<file path="src/exec_pkg.sv">
// Shared widths, operation and unit encodings, unit input and stage result structs
package exec_pkg;

    parameter int XLEN = 32;                // Data path width

    ////////////////////////////////////////////////////////////////////
    // Operation codes
    ////////////////////////////////////////////////////////////////////
    typedef enum logic [4:0] {
        OP_NOP,                             // Idle, unit holds
        OP_ADD, OP_SUB, OP_SLT, OP_SLTU,    // Arithmetic and compare
        OP_AND, OP_OR, OP_XOR,              // Bitwise logic
        OP_SLL, OP_SRL, OP_SRA,             // Shifts by op_b[4:0]
        OP_BEQ, OP_BNE, OP_BLT, OP_BGE,     // Conditional branches
        OP_BLTU, OP_BGEU,
        OP_JAL, OP_JALR,                    // Unconditional jumps
        OP_LB, OP_LBU, OP_LH, OP_LHU, OP_LW,
        OP_SB, OP_SH, OP_SW
    } exec_op_e;

    ////////////////////////////////////////////////////////////////////
    // Execute unit selector
    ////////////////////////////////////////////////////////////////////
    typedef enum logic [2:0] {
        XU_INT,                             // Integer ALU
        XU_BRANCH,                          // Branch and jump
        XU_MEM,                             // Load and store
        XU_BYPASS,                          // op_b straight to write-back
        XU_NONE                             // Idle slot
    } exec_unit_e;

    // Operands handed to one functional unit
    typedef struct packed {
        exec_op_e        op;                // Operation code
        logic [XLEN-1:0] op_a;              // First source
        logic [XLEN-1:0] op_b;              // Second source or store data
        logic [XLEN-1:0] op_c;              // Immediate offset
        logic [XLEN-1:0] npc;               // Next PC of the instruction
    } unit_in_t;

    // What the stage hands to write-back and memory retire
    typedef struct packed {
        logic [XLEN-1:0] res0;              // Write-back value or store data
        logic [XLEN-1:0] res1;              // Branch target or store address
        logic            jump;              // Redirect fetch
        logic            we;                // Register file write enable
        logic            write;             // Store retires this cycle
        logic [1:0]      size;              // 1 byte, 2 half, 3 word
    } exec_result_t;

endpackage

</file>
<file path="src/exec_dispatch.sv">
// Operand dispatcher steering one operation to the unit that owns it
`timescale 1ns/1ps

module exec_dispatch import exec_pkg::*; (
    input  exec_unit_e      unit_i,         // Target unit of this operation
    input  exec_op_e        op_i,           // Operation code
    input  logic [XLEN-1:0] op_a_i,         // First source
    input  logic [XLEN-1:0] op_b_i,         // Second source
    input  logic [XLEN-1:0] op_c_i,         // Immediate
    input  logic [XLEN-1:0] npc_i,          // Next PC
    output unit_in_t        int_o,          // To integer unit
    output unit_in_t        br_o,           // To branch unit
    output unit_in_t        mem_o           // To memory unit
);

    localparam unit_in_t UNIT_IDLE = '{op: OP_NOP, default: '0};

    unit_in_t issue;

    assign issue = '{op: op_i, op_a: op_a_i, op_b: op_b_i, op_c: op_c_i, npc: npc_i};

    always_comb begin
        int_o = UNIT_IDLE;                  // Everyone idles by default
        br_o  = UNIT_IDLE;
        mem_o = UNIT_IDLE;
        case (unit_i)
            XU_INT:    int_o = issue;
            XU_BRANCH: br_o  = issue;
            XU_MEM:    mem_o = issue;
            default: ;                      // Bypass and idle need no unit
        endcase
    end

    // Each unit only ever sees its own operations
    always_comb begin
        assert #0 ((int_o.op inside {OP_NOP, [OP_ADD:OP_SRA]})
                && (br_o.op inside {OP_NOP, [OP_BEQ:OP_JALR]})
                && (mem_o.op inside {OP_NOP, [OP_LB:OP_SW]}))
            else $error("operation dispatched to a unit that does not own it");
    end

endmodule

</file>
<file path="src/int_unit.sv">
// Integer unit with adder, set-less-than compare, bitwise logic and barrel shifter
`timescale 1ns/1ps

module int_unit import exec_pkg::*; (
    input  logic            clk,
    input  unit_in_t        unit_i,         // Operands from dispatcher
    output logic [XLEN-1:0] result_o        // Registered result
);

    logic [XLEN-1:0] a;
    logic [XLEN-1:0] b;
    logic [4:0]      shamt;
    logic [XLEN-1:0] sum;
    logic [XLEN-1:0] diff;
    logic            lt_s;
    logic            lt_u;
    logic [XLEN-1:0] res_next;
    logic            busy;

    assign a     = unit_i.op_a;
    assign b     = unit_i.op_b;
    assign shamt = unit_i.op_b[4:0];        // Only low five bits count

    ////////////////////////////////////////////////////////////////////
    // Arithmetic and compare
    ////////////////////////////////////////////////////////////////////
    assign sum  = a + b;
    assign diff = a - b;
    assign lt_s = $signed(a) < $signed(b);  // SLT
    assign lt_u = a < b;                    // SLTU

    ////////////////////////////////////////////////////////////////////
    // Result select
    ////////////////////////////////////////////////////////////////////
    always_comb begin
        res_next = result_o;                // Hold on anything not ours
        busy     = 1'b1;
        case (unit_i.op)
            OP_ADD:  res_next = sum;
            OP_SUB:  res_next = diff;
            OP_SLT:  res_next = {{(XLEN-1){1'b0}}, lt_s};
            OP_SLTU: res_next = {{(XLEN-1){1'b0}}, lt_u};
            OP_AND:  res_next = a & b;
            OP_OR:   res_next = a | b;
            OP_XOR:  res_next = a ^ b;
            OP_SLL:  res_next = a << shamt;
            OP_SRL:  res_next = a >> shamt;
            OP_SRA:  res_next = $unsigned($signed(a) >>> shamt);  // Sign fill
            default: busy = 1'b0;           // NOP keeps old value
        endcase
    end

    always_ff @(posedge clk) begin
        if (busy) begin
            result_o <= res_next;
        end
    end

endmodule

</file>
<file path="src/branch_unit.sv">
// Branch unit computing condition, target and link value, all registered
`timescale 1ns/1ps

module branch_unit import exec_pkg::*; (
    input  logic            clk,
    input  logic            rst_n_i,
    input  unit_in_t        unit_i,         // Operands from dispatcher
    output logic [XLEN-1:0] link_o,         // Return address, npc
    output logic [XLEN-1:0] target_o,       // Redirect address
    output logic            jump_o          // Taken branch or jump
);

    logic [XLEN-1:0] a;
    logic [XLEN-1:0] b;
    logic [XLEN-1:0] jalr_sum;
    logic [XLEN-1:0] target_next;
    logic            taken;

    assign a        = unit_i.op_a;
    assign b        = unit_i.op_b;
    assign jalr_sum = a + unit_i.op_c;

    always_comb begin
        target_next = unit_i.npc - XLEN'(4) + unit_i.op_c;  // PC relative
        taken       = 1'b0;
        case (unit_i.op)
            OP_BEQ:  taken = (a == b);
            OP_BNE:  taken = (a != b);
            OP_BLT:  taken = ($signed(a) < $signed(b));
            OP_BGE:  taken = ($signed(a) >= $signed(b));
            OP_BLTU: taken = (a < b);
            OP_BGEU: taken = (a >= b);
            OP_JAL:  taken = 1'b1;
            OP_JALR: begin
                taken       = 1'b1;
                target_next = {jalr_sum[XLEN-1:1], 1'b0};  // Clear bit 0
            end
            default: taken = 1'b0;
        endcase
    end

    always_ff @(posedge clk) begin
        if (!rst_n_i) begin
            jump_o <= 1'b0;
        end else begin
            jump_o <= taken;                // NOP drops the jump
        end
    end

    always_ff @(posedge clk) begin
        if (unit_i.op != OP_NOP) begin
            link_o   <= unit_i.npc;         // Link is simply npc
            target_o <= target_next;
        end
    end

endmodule

</file>
<file path="src/mem_unit.sv">
// Memory unit with address and read strobe, store registers and load extension
`timescale 1ns/1ps

module mem_unit import exec_pkg::*; (
    input  logic            clk,
    input  logic            rst_n_i,
    input  unit_in_t        unit_i,         // Operands from dispatcher
    input  logic [XLEN-1:0] mem_data_i,     // Word returned one cycle after read
    output logic [XLEN-1:0] mem_addr_o,     // Read address, issue cycle
    output logic            mem_read_o,     // Read strobe, issue cycle
    output logic [XLEN-1:0] st_addr_o,      // Store address
    output logic [XLEN-1:0] st_data_o,      // Store data
    output logic [1:0]      st_size_o,      // 1 byte, 2 half, 3 word
    output logic            st_write_o,     // Store retires
    output logic [XLEN-1:0] ld_data_o       // Extended load value
);

    logic [XLEN-1:0] addr;
    logic            is_load;
    logic            is_store;
    logic [1:0]      size_next;
    exec_op_e        ld_op_q;               // Load kind waiting for data
    logic [1:0]      ld_off_q;              // Byte offset within word
    logic [7:0]      ld_byte;
    logic [15:0]     ld_half;

    assign addr = unit_i.op_a + unit_i.op_c;

    ////////////////////////////////////////////////////////////////////
    // Decode
    ////////////////////////////////////////////////////////////////////
    always_comb begin
        is_load   = unit_i.op inside {OP_LB, OP_LBU, OP_LH, OP_LHU, OP_LW};
        is_store  = unit_i.op inside {OP_SB, OP_SH, OP_SW};
        size_next = 2'd0;
        case (unit_i.op)
            OP_SB:   size_next = 2'd1;
            OP_SH:   size_next = 2'd2;
            OP_SW:   size_next = 2'd3;
            default: size_next = 2'd0;
        endcase
    end

    assign mem_addr_o = addr;
    assign mem_read_o = is_load;            // Memory answers next cycle

    always_ff @(posedge clk) begin
        if (!rst_n_i) begin
            st_write_o <= 1'b0;
            st_size_o  <= 2'd0;
            ld_op_q    <= OP_NOP;
        end else begin
            st_write_o <= is_store;
            st_size_o  <= size_next;
            ld_op_q    <= is_load ? unit_i.op : OP_NOP;
        end
    end

    always_ff @(posedge clk) begin
        ld_off_q <= addr[1:0];
        if (is_store) begin
            st_addr_o <= addr;
            st_data_o <= unit_i.op_b;       // Raw register value
        end
    end

    ////////////////////////////////////////////////////////////////////
    // Load alignment and extension
    ////////////////////////////////////////////////////////////////////
    assign ld_byte = mem_data_i[ld_off_q*8 +: 8];
    assign ld_half = mem_data_i[ld_off_q[1]*16 +: 16];

    always_comb begin
        case (ld_op_q)
            OP_LB:   ld_data_o = {{(XLEN-8){ld_byte[7]}}, ld_byte};
            OP_LBU:  ld_data_o = {{(XLEN-8){1'b0}}, ld_byte};
            OP_LH:   ld_data_o = {{(XLEN-16){ld_half[15]}}, ld_half};
            OP_LHU:  ld_data_o = {{(XLEN-16){1'b0}}, ld_half};
            OP_LW:   ld_data_o = mem_data_i;
            default: ld_data_o = '0;
        endcase
    end

    // Loads arrive naturally aligned, no misaligned trap here
    assert property (@(posedge clk) disable iff (!rst_n_i)
        mem_read_o |-> !((unit_i.op inside {OP_LH, OP_LHU} && addr[0])
                         || (unit_i.op == OP_LW && addr[1:0] != 2'd0)))
        else $error("misaligned load issued");

endmodule

</file>
<file path="src/exec_collect.sv">
// Collector with stage-2 selector, tag register and result demultiplexer
`timescale 1ns/1ps

module exec_collect import exec_pkg::*; #(
    parameter int TAG_W = 4
) (
    input  logic             clk,
    input  logic             rst_n_i,
    input  exec_unit_e       unit_i,        // Unit of the issuing op
    input  exec_op_e         op_i,          // Needed for we decision
    input  logic [TAG_W-1:0] tag_i,
    input  logic [XLEN-1:0]  int_res_i,
    input  logic [XLEN-1:0]  br_link_i,
    input  logic [XLEN-1:0]  br_target_i,
    input  logic             br_jump_i,
    input  logic [XLEN-1:0]  st_addr_i,
    input  logic [XLEN-1:0]  st_data_i,
    input  logic [1:0]       st_size_i,
    input  logic             st_write_i,
    input  logic [XLEN-1:0]  ld_data_i,
    input  logic [XLEN-1:0]  bypass_i,      // op_b for bypass ops
    output exec_result_t     result_o,
    output logic [TAG_W-1:0] tag_o
);

    exec_unit_e      sel_q;                 // Unit of the op now completing
    logic            link_q;                // JAL or JALR
    logic            load_q;                // Any load
    logic [XLEN-1:0] bypass_q;

    always_ff @(posedge clk) begin
        if (!rst_n_i) begin
            sel_q  <= XU_NONE;
            tag_o  <= '0;
            link_q <= 1'b0;
            load_q <= 1'b0;
        end else begin
            sel_q  <= unit_i;
            tag_o  <= tag_i;
            link_q <= op_i inside {OP_JAL, OP_JALR};
            load_q <= op_i inside {OP_LB, OP_LBU, OP_LH, OP_LHU, OP_LW};
        end
    end

    always_ff @(posedge clk) begin
        if (unit_i == XU_BYPASS) begin
            bypass_q <= bypass_i;
        end
    end

    ////////////////////////////////////////////////////////////////////
    // Result demux, unselected fields stay zero
    ////////////////////////////////////////////////////////////////////
    always_comb begin
        result_o = '0;
        case (sel_q)
            XU_INT: begin
                result_o.res0 = int_res_i;
                result_o.we   = 1'b1;
            end
            XU_BRANCH: begin
                result_o.res0 = br_link_i;
                result_o.res1 = br_target_i;
                result_o.jump = br_jump_i;
                result_o.we   = link_q;     // Only jumps link
            end
            XU_MEM: begin
                result_o.res0  = st_write_i ? st_data_i : ld_data_i;
                result_o.res1  = st_write_i ? st_addr_i : '0;
                result_o.write = st_write_i;
                result_o.size  = st_size_i;
                result_o.we    = load_q;
            end
            XU_BYPASS: begin
                result_o.res0 = bypass_q;
                result_o.we   = 1'b1;
            end
            default: ;                      // Idle slot
        endcase
    end

    // A memory slot retires as exactly one of load or store
    assert property (@(posedge clk) disable iff (!rst_n_i)
        (sel_q == XU_MEM) |-> (load_q != result_o.write))
        else $error("memory slot is neither a single load nor a store");

endmodule

</file>
<file path="src/exec_stage.sv">
// Execute stage top with dispatcher, integer, branch and memory units, collector
`timescale 1ns/1ps

module exec_stage import exec_pkg::*; #(
    parameter int TAG_W = 4                 // Instruction tag width
) (
    input  logic             clk,
    input  logic             rst_n_i,
    input  exec_unit_e       unit_i,
    input  exec_op_e         op_i,
    input  logic [XLEN-1:0]  op_a_i,
    input  logic [XLEN-1:0]  op_b_i,
    input  logic [XLEN-1:0]  op_c_i,
    input  logic [XLEN-1:0]  npc_i,
    input  logic [TAG_W-1:0] tag_i,
    input  logic [XLEN-1:0]  mem_data_i,    // Load data, cycle after read
    output exec_result_t     result_o,
    output logic [TAG_W-1:0] tag_o,
    output logic [XLEN-1:0]  mem_addr_o,
    output logic             mem_read_o
);

    unit_in_t        int_in, br_in, mem_in;
    logic [XLEN-1:0] int_res;
    logic [XLEN-1:0] br_link, br_target;
    logic            br_jump;
    logic [XLEN-1:0] st_addr, st_data, ld_data;
    logic [1:0]      st_size;
    logic            st_write;

    //////////////////////////////////////////////////////////////////////
    exec_dispatch u_dispatch (.unit_i(unit_i), .op_i(op_i), .op_a_i(op_a_i), .op_b_i(op_b_i),
        .op_c_i(op_c_i), .npc_i(npc_i), .int_o(int_in), .br_o(br_in), .mem_o(mem_in));

    int_unit u_int (.clk(clk), .unit_i(int_in), .result_o(int_res));

    branch_unit u_branch (.clk(clk), .rst_n_i(rst_n_i), .unit_i(br_in),
        .link_o(br_link), .target_o(br_target), .jump_o(br_jump));

    mem_unit u_mem (.clk(clk), .rst_n_i(rst_n_i), .unit_i(mem_in), .mem_data_i(mem_data_i),
        .mem_addr_o(mem_addr_o), .mem_read_o(mem_read_o), .st_addr_o(st_addr),
        .st_data_o(st_data), .st_size_o(st_size), .st_write_o(st_write), .ld_data_o(ld_data));

    // Bypass takes op_b straight to the collector
    exec_collect #(.TAG_W(TAG_W)) u_collect (.clk(clk), .rst_n_i(rst_n_i), .unit_i(unit_i),
        .op_i(op_i), .tag_i(tag_i), .int_res_i(int_res), .br_link_i(br_link),
        .br_target_i(br_target), .br_jump_i(br_jump), .st_addr_i(st_addr),
        .st_data_i(st_data), .st_size_i(st_size), .st_write_i(st_write),
        .ld_data_i(ld_data), .bypass_i(op_b_i), .result_o(result_o), .tag_o(tag_o));

endmodule

</file>
<file path="config.mk">
export PLATFORM = sky130hd
export DESIGN_NAME = exec_stage
export DESIGN_NICKNAME = d
export VERILOG_FILES = /design/src/exec_pkg.sv /design/src/exec_dispatch.sv /design/src/int_unit.sv /design/src/branch_unit.sv /design/src/mem_unit.sv /design/src/exec_collect.sv /design/src/exec_stage.sv
export SDC_FILE = /design/constraint.sdc
export NUM_CORES = 1
export LEC_CHECK = 0
export BUFFER_PORTS_ARGS = -buffer_cell sky130_fd_sc_hd__buf_4
export CORE_UTILIZATION = 43
export CTS_CLUSTER_SIZE = 28
export DETAILED_ROUTE_END_ITERATION = 12
export HOLD_SLACK_MARGIN = 0.08
export PLACE_DENSITY_LB_ADDON = 0.25
export SYNTH_ARGS = -nofsm -noshare
export SYNTH_HDL_FRONTEND = slang
export SYNTH_SLANG_ARGS = --single-unit
</file>
<file path="constraint.sdc">
create_clock -name clk -period 5.6 [get_ports clk]
set_input_delay 0.84 -clock clk [delete_from_list [all_inputs] [get_ports clk]]
set_output_delay 0.84 -clock clk [all_outputs]
set_load 0.03 [all_outputs]
</file>
== Word level (Yosys, flattened, before mapping) ==
Index checks and enable logic that the tools add are counted.

* Word-level logic and storage cells: 111
* Output and inout port bits: 106
* Register bits after elaboration: 212
* Input bits: 174

* Shift-type cells: 5
* Multiplexer cells: 16
* Equal/unequal tests: 46
* Reductions and logical operators: 13
* Add/subtract/negate cells: 6
* Order comparisons: 6
* Bitwise operators: 3

{| class="wikitable"
|+ Operators with widths
! operator !! number
|-
| $mux 133 || 3
|-
| $pmux 32 s10 || 1
|-
| $pmux 32 s5 || 1
|-
| $add 32x32->32 || 4
|-
| $lt 32x32->1 || 4
|-
| $pmux 32 s4 || 1
|-
| $eq 5x5->1 const B || 23
|-
| $mux 32 || 3
|-
| $ge 32x32->1 || 2
|-
| $pmux 32 s2 || 1
|-
| $eq 5x4->1 const B || 8
|-
| $and 32x32->32 || 1
|-
| $eq 32x32->1 || 1
|-
| $ne 32x32->1 || 1
|-
| $or 32x32->32 || 1
|-
| $shiftx 32x6->16 || 1
|-
| $shiftx 32x6->8 || 1
|-
| $shl 32x5->32 || 1
|-
| $shr 32x5->32 || 1
|-
| $sshr 32x5->32 || 1
|-
| $sub 32x3->32 const B || 1
|-
| $sub 32x32->32 || 1
|-
| $xor 32x32->32 || 1
|-
| $eq 5x3->1 const B || 4
|-
| 17 further kinds || 28
|}

== Longest topological paths before layout ==
Gate-level depths: netlist of run 1.

* Depth in word-level cells: 6
* Depth in mapped cells: 19
* Depth with buffers taken out: 14

== By module ==
A second synthesis of run 1 with hierarchy kept.

* Cell total of the unflattened synthesis: 3499
* Area total of the unflattened synthesis: 30944.7 µm²

{| class="wikitable"
|+ Modules (own cells, without submodules)
! module !! area each (µm²) !! cells each !! instances !! sequential area each (µm²)
|-
| int_unit || 10090.9 || 1412 || 1 || 960.9
|-
| branch_unit || 7100.6 || 829 || 1 || 1941.9
|-
| exec_dispatch || 6010.8 || 531 || 1 || 0.0
|-
| mem_unit || 4715.8 || 436 || 1 || 2122.0
|-
| exec_collect || 3026.7 || 291 || 1 || 1141.1
|}

== Worst setup path before layout of run 1 ==
No wires, ideal clock.

* Kind: input -> output
* From: input unit_i[2]
* To: output mem_addr_o[26]
* Path buffers: 2
* Setup slack: -370 ps
* Required time: 4760 ps
* Arrival time: 5130 ps
* Stages on the path: 13
* Cells stage by stage: buf_4 nor3b_1 clkbuf_1 and2_1 ha_1 a21o_1 or3b_2 o221a_2 o2111a_1 o211ai_1 a21boi_0 or2_2 o311ai_0

* Longest elaborated chain between the ends: 3

{| class="wikitable"
|+ Ends and longest elaborated chain
! item !! line !! text
|-
| from (decl) || exec_stage.sv:9 || <nowiki>input exec_unit_e unit_i,</nowiki>
|-
| $eq 3x2->1 || exec_dispatch.sv:26 || <nowiki>case (unit_i)</nowiki>
|-
| $mux 133 || exec_dispatch.sv:26 ||
|-
| $add 32x32->32 || mem_unit.sv:27 || <nowiki>assign addr = unit_i.op_a + unit_i.op_c;</nowiki>
|-
| to (decl) || exec_stage.sv:19 || <nowiki>output logic [XLEN-1:0] mem_addr_o,</nowiki>
|}

Every way passes these cells.

== Worst setup path after layout of run 1 ==
* From: input unit_i[2]
* To: output mem_addr_o[30]

Same word-level chain as after synthesis.

==> flow_metrics.py, run 1 <==
metrics = {
    "critical_path": {
        "cp-start-kind": "input pin",
        "slowest_delay_ns": 0.46,
        "critPathCaptureType": "output pin",
        "path_buf_inv": 6,
        "cp.required_ns": 4.76,
        "crit_family": "compound AO/OA/AOI/OAI gates",
        "arrival_ns": 4.60,
        "cp_max_fo": 25,
        "crit_path_top_delay_cell": "fa_1",
        "path_cells": "buf_4 -> nor3b_4 -> buf_12 -> buf_12 -> and2_1 -> ha_1 -> inv_1 -> fa_1 -> nor2b_1 -> o21ai_0 -> a21oi_1 -> o221a_2 -> o2111a_1 -> o211ai_1 -> buf_4 -> a21boi_0 -> nor4_1 -> nand3b_1 -> buf_4",
        "critPathKind": "input pin to output pin",
        "crit_top_cell": "buf_4",
    },
    "timing": {
        "fmax_mhz": 184,
        "tightest_slew_ns": 1.10,
        "setup_viol_count_final": 0,
        "hold_slack_ns": 0.492,
        "slew_viol_final": 0,
        "final_hold_viol_count": 0,
        "maxSlewHeadroom": 0.265,
        "min_period_over_period": 0.971,
        "fin_crit_ns": 5.44,
    },
    "clocking": {
        "clockBufferDepth": 3,
        "htree_levels": 1,
        "ctsRootBufferMaster": "clkbuf_16",
        "cts_tree": "done",
        "clk_transition_reported_paths_ns": 0.06,
        "holdBufCountCts": 0,
        "cts_buffers": 23,
        "cts.sinks": 212,
    },
    "power": {
        "finalPower_mw": 5.05,
        "powerDensity_nw_per_um2": 166,
        "leakage_nw": 13.0,
        "peakVddDrop_mv": 0.196,
    },
    "synthesis": {
        "netlist_area_um2": 26300,
        "syn_nets": 3737,
        "async_reset_ff_frac": 0,
        "synth_area_per_cell_um2": 7.94,
        "synth_cells": 3310,
        "ys_warn_count": 0,
        "synth_edf_count": 192,
        "synth_seq_cells": 212,
        "synth_top_flop_cell": "edfxtp_1",
        "seq_area_frac_synth": 0.235,
        "yosysUniqueCellTypes": 101,
    },
    "placement": {
        "dp_hpwl_um": 86300,
        "port_buffers": 279,
        "gp_congestion": 1.06,
    },
    "global_route": {
        "grt_overflow": 0,
        "grt_pass1_wl_um": 163000,
        "grt_max_degree": 112,
        "antenna_found_initial": 6,
        "grt_pass1_vias": 25054,
        "grt.total_usage": 0.346,
    },
    "run": {
        "cap_violations": 0,
    },
    "cells_and_area": {
        "fin_nets": 3953,
        "fillers": 5981,
        "regArea_um2": 6170,
        "final_util": 0.503,
        "syn_to_final_growth_pct": 15.5,
        "final_layout_size_suffix_gt1_frac": 0.167,
        "multi_input_area_um2": 18400,
    },
    "die": {
        "fp-row-count": 90,
        "die_w_um": 249,
        "die-area_um2": 62100,
        "start_util": 0.435,
        "io-pin-count": 280,
        "core_um2": 60400,
        "die_y_um": 249,
    },
    "detailed_routing": {
        "drtIter0Drc": 3424,
        "drtPass1Iterations": 7,
        "wire_per_inst_um": 25.8,
        "route.detailed.drc": 0,
        "vias_per_cell": 6.36,
        "antenna_left": 0,
        "route.vias.total": 27504,
        "route.final.wire_length_um": 111000,
    },
    "hold_path": {
        "whs_endpoint": "u_collect.tag_o[1]",
        "worstHoldPathCells": 2,
        "hold_class": "input pin to flop",
        "hold_start": "tag_i[1]",
    },
    "status": {
        "status": "completed",
    },
}
==> cells by family (layout without fill, tap and decap cells) <==
| group | count (synthesis) | in the layout | share of synthesized area |
|---|---|---|---|
| and+or+nand+nor | 1130 | 1130 | 0.215 |
| AOI/OAI and AO/OA | 1026 | 1026 | 0.265 |
| buffers and inverters | 468 | 700 | 0.0699 |
| adders and majority gates | 255 | 255 | 0.122 |
| DFF | 212 | 212 | 0.235 |
| muxes | 140 | 140 | 0.0668 |
| xor gates and xnor gates | 78 | 78 | 0.0260 |
| other | 1 | 3 | 0.000143 |
==> power by group <==
group / leakage [nW] / internal [mW] / switching [mW]
Sequential: 1.72 / 1.80 / 0.0231
Clock: 0.362 / 0.882 / 0.696
Combinational: 10.9 / 0.622 / 1.03
==> area by class of cell <==
type | count | area share
Antenna cell | 2 | 0.000165
Clock buffer | 34 | 0.0221
Clock inverter | 7 | 0.00252
Inverter | 254 | 0.0314
Multi-Input combinational cell | 2630 | 0.605
Sequential cell | 212 | 0.203
Tap cell | 782 | 0.0322
Timing Repair Buffer | 405 | 0.103
==> metal layers <==
layer | up-vias | wire length [µm] | global-route usage
met1 | 13000 | 47800 | 0.497
li1 | 12581 | - | -
met4 | 4 | 5640 | 0.149
met5 | - | 25 | 0
met3 | 236 | 11300 | 0.0508
met2 | 1683 | 46600 | 0.511
==> sequential cells by signal (all words and copies together) (netlist names), 2 cells and up <==
| name | cells |
|---|---|
| u_collect.sel_q | 3 |
| u_int.result_o | 32 |
| u_mem.ld_op_q | 5 |
| u_mem.st_data_o | 32 |
| u_branch.target_o | 32 |
| u_collect.tag_o | 4 |
| u_branch.link_o | 32 |
| u_collect.bypass_q | 32 |
| u_mem.st_addr_o | 32 |
| u_mem.ld_off_q | 2 |
| u_mem.st_size_o | 2 |
==> cells in the final DEF (no fill, tap or decap), types with 36 or more instances in the layout <==
master and n:
o21ai_0 179, edfxtp_1 192, a22oi_1 40, o211ai_1 39, o221ai_1 47, nor3_1 59
and2_1 213, mux2_2 63, nand2b_1 45, a211oi_1 55, buf_4 398, a21oi_1 259
mux2i_1 55, nor2b_1 37, inv_1 249, nor2_1 205, a21o_1 61, nand2_1 354
nand3_1 66, xnor2_1 50, a22o_1 36, ha_1 249
==> per-stage QoR <==
stage	setup TNS [ns]	instance area (µm²)	worst slack [ns]	cells
3_5_place_dp	-0.544	29600	-0.148	4282
2_1_floorplan	0	26300	0.0135	3310
4_1_cts	0	30300	0.00989	4323
5_1_grt	-0.0280	30300	-0.0176	4324
6_report	0	30300	0.161	4326
3_3_place_gp	-0.241	29600	-0.101	4282
==> timing repair <==
item,CTS,global route
pin swaps,0,2
endpoints found under the setup margin,5,4
buffers inserted,0,1
gates resized for setup,2,2
==> cell usage after synthesis, types with 11 or more instances <==
master | number | area [µm²]
buf_2 | 27 | 135
mux4_2 | 22 | 495
mux2i_1 | 55 | 551
nor2b_1 | 37 | 231
o31ai_1 | 16 | 120
a221oi_1 | 32 | 280
mux2_2 | 63 | 709
a21oi_1 | 261 | 1310
nand2_1 | 354 | 1330
o21a_1 | 24 | 180
a22o_1 | 36 | 315
nor2_1 | 208 | 781
buf_1 | 11 | 41.3
nor3_1 | 61 | 305
clkbuf_1 | 168 | 631
a22oi_1 | 40 | 300
o22ai_1 | 20 | 125
o311ai_0 | 12 | 105
o21ai_0 | 180 | 901
edfxtp_1 | 192 | 5770
dfxtp_1 | 20 | 400
nand3_1 | 67 | 335
xor2_1 | 28 | 245
or3_1 | 21 | 131
and3_1 | 24 | 150
a211o_1 | 19 | 166
nand4_1 | 20 | 125
o221ai_1 | 47 | 412
inv_1 | 249 | 935
xnor2_1 | 50 | 438
or2_2 | 11 | 68.8
and2_1 | 214 | 1340
nor3b_1 | 13 | 97.6
ha_1 | 249 | 3120
a31oi_1 | 30 | 188
nor4_1 | 14 | 87.6
nand2b_1 | 45 | 282
o21bai_1 | 20 | 150
a211oi_1 | 55 | 413
o2111ai_1 | 14 | 123
o211ai_1 | 39 | 293
a31o_2 | 12 | 105
a21o_1 | 61 | 458
==> how the worst max path moves through the flow <==
stage	startpoint	to	slack, ns	cells past startpoint
2_1_floorplan	unit_i[2]	mem_addr_o[26]	0.01	13
3_3_place_gp	unit_i[0]	mem_addr_o[26]	-0.10	14
3_5_place_dp	unit_i[0]	mem_addr_o[31]	-0.15	17
4_1_cts	unit_i[0]	mem_addr_o[30]	0.01	18
5_1_grt	unit_i[2]	mem_addr_o[28]	-0.02	19
6_report	unit_i[2]	mem_addr_o[30]	0.16	19
No activity file was read; power rests on OpenSTA's default activity.
==> run 2, diff against run 1 <==
--- a/config.mk
+++ b/config.mk
@@ -6,6 +6,7 @@
 export NUM_CORES = 1
 export LEC_CHECK = 0
 export BUFFER_PORTS_ARGS = -buffer_cell sky130_fd_sc_hd__buf_4
+export CORE_ASPECT_RATIO = 1.75
 export CORE_UTILIZATION = 43
 export CTS_CLUSTER_SIZE = 28
 export DETAILED_ROUTE_END_ITERATION = 12
==> run 2 against run 1 <==
Against the previous run: setup slack better by 0.047 ns; global-route usage is 4.4 points higher; non-clock buffer count is 84 higher; via count is 2.5% higher; hold slack better by 0.022 ns; wire length is 11% higher; utilization is 1.0 points higher; sequential cell count stayed put.
==> flow_metrics.py, run 2 (same netlist as run 1, synthesis figures left out) <==
metrics = {
    "global_route": {
        "grt.total_usage": 0.389,
        "grt_overflow": 0,
        "grt_pass1_vias": 27188,
        "grt_max_degree": 87,
        "antenna_found_initial": 8,
        "grt_pass1_wl_um": 177000,
    },
    "detailed_routing": {
        "route.detailed.drc": 0,
        "wire_per_inst_um": 28.1,
        "vias_per_cell": 6.38,
        "route.vias.total": 28178,
        "antenna_left": 0,
        "drtIter0Drc": 2630,
        "route.final.wire_length_um": 124000,
        "drtPass1Iterations": 9,
    },
    "clocking": {
        "cts_setup_buffers": 0,
        "cts_tree": "done",
        "ctsRootBufferMaster": "clkbuf_16",
        "cts_buffers": 21,
        "clockBufferDepth": 3,
        "holdBufCountCts": 0,
        "cts.sinks": 212,
        "htree_levels": 1,
        "clk_transition_reported_paths_ns": 0.06,
    },
    "timing": {
        "fin_crit_ns": 5.39,
        "fin_tns_setup_ns": 0,
        "tightest_slew_ns": 1.33,
        "setup_viol_count_final": 0,
        "min_period_over_period": 0.963,
        "hold_slack_ns": 0.515,
        "final_hold_viol_count": 0,
        "slew_viol_final": 0,
        "fmax_mhz": 185,
        "maxSlewHeadroom": 0.107,
        "rsz0062_at_grt": "no",
    },
    "cells_and_area": {
        "fin_area_um2": 30900,
        "layout_commonest_cell": "buf_4",
        "final_layout_size_suffix_gt1_frac": 0.187,
        "mostFrequentLayoutCells": "buf_4, nand2_1, a21oi_1",
        "finalNonFillerCells": 4416,
        "fin_nets": 4035,
        "syn_to_final_growth_pct": 17.7,
    },
    "critical_path": {
        "cp.required_ns": 4.76,
        "cp_max_fo": 38,
        "arrival_ns": 4.55,
        "cp-start-kind": "input pin",
        "critPathCaptureType": "output pin",
        "critPathKind": "input pin to output pin",
    },
    "hold_path": {
        "hold_class": "input pin to flop",
        "worstHoldPathCells": 2,
    },
    "placement": {
        "place_inst": 4371,
        "port_buffers": 279,
        "post_dp_cell_area_um2": 30200,
        "gp_congestion": 1.07,
        "dp_hpwl_um": 98100,
    },
    "power": {
        "p_comb_frac": 0.343,
        "powerDensity_nw_per_um2": 164,
        "internal-power_mw": 3.27,
        "leakage_nw": 13.4,
        "power.share.sequential": 0.360,
        "clkPwrFrac": 0.297,
        "peakVddDrop_mv": 0.215,
        "switching_share": 0.353,
        "p_switching_mw": 1.79,
    },
    "status": {
        "status": "completed",
    },
    "die": {
        "die_w_um": 189,
        "core_um2": 60300,
        "start_util": 0.436,
        "die-area_um2": 62100,
        "fp-row-count": 119,
        "io-pin-count": 280,
        "die_y_um": 329,
    },
    "run": {
        "cap_violations": 0,
    },
}
-- run 2: worst paths after layout --
kind / start / end / slack, ns
max: unit_i[0] / mem_addr_o[26] / 0.21
min: tag_i[3] / u_collect.tag_o[3] / 0.51
-- run 2: final cells by class --
class / instances / area [µm²]
repair buffers: 489 / 3730
multi-input cells: 2630 / 18400
well taps: 786 / 983
flip-flops and latches: 212 / 6170
fillers: 5966 / 29400
inverters: 254 / 953
clock buffers: 26 / 554
diodes: 7 / 17.5
clock inverters: 12 / 141
-- run 2: what timing repair did --
item	in CTS	in global routing
endpoints found under the hold margin	0	0
resized for setup	0	6
endpoints found under the setup margin	0	4
-- run 2: critical path: stages --
cell and delay, ns:
buf_4 0.14, nor3b_4 0.25, buf_12 0.21, and2_1 0.15, ha_1 0.24, a21o_1 0.17, or3b_2 0.43, o221a_2 0.33
o2111a_1 0.31, o211ai_1 0.44, a21boi_0 0.20, or2_2 0.32, o311ai_2 0.26, buf_4 0.22
-- run 2: per-layer routing --
layer | routed length (µm) | GRT usage | part of all wire | vias up
li1 | - | - | - | 12762
met1 | 43100 | 0.415 | 0.35 | 13530
met2 | 61600 | 0.694 | 0.50 | 1440
met3 | 8370 | 0.0534 | 0.067 | 440
met4 | 11100 | 0.294 | 0.089 | 6
met5 | 41 | 0 | 0.00033 | -
-- run 2: per-stage QoR --
step / worst slack, ns / util / total power, mW
finish: 0.208 / 0.513 / 5.06
global route: 0.0215 / 0.513 / 5.20
CTS: 0.109 / 0.512 / 5.02
detailed placement: -0.00316 / 0.501 / 3.53
global placement: 0.0198 / 0.501 / 3.53
floorplan: 0.0135 / - / 2.84
-- run 2: power groups by stage --
stage	logic, mW	clock network (mW)	registers [mW]
CTS	1.69	1.51	1.82
finish	1.74	1.50	1.82
global route	1.83	1.55	1.82
global placement	1.68	0	1.85
floorplan	0.988	0	1.85
detailed placement	1.68	0	1.85
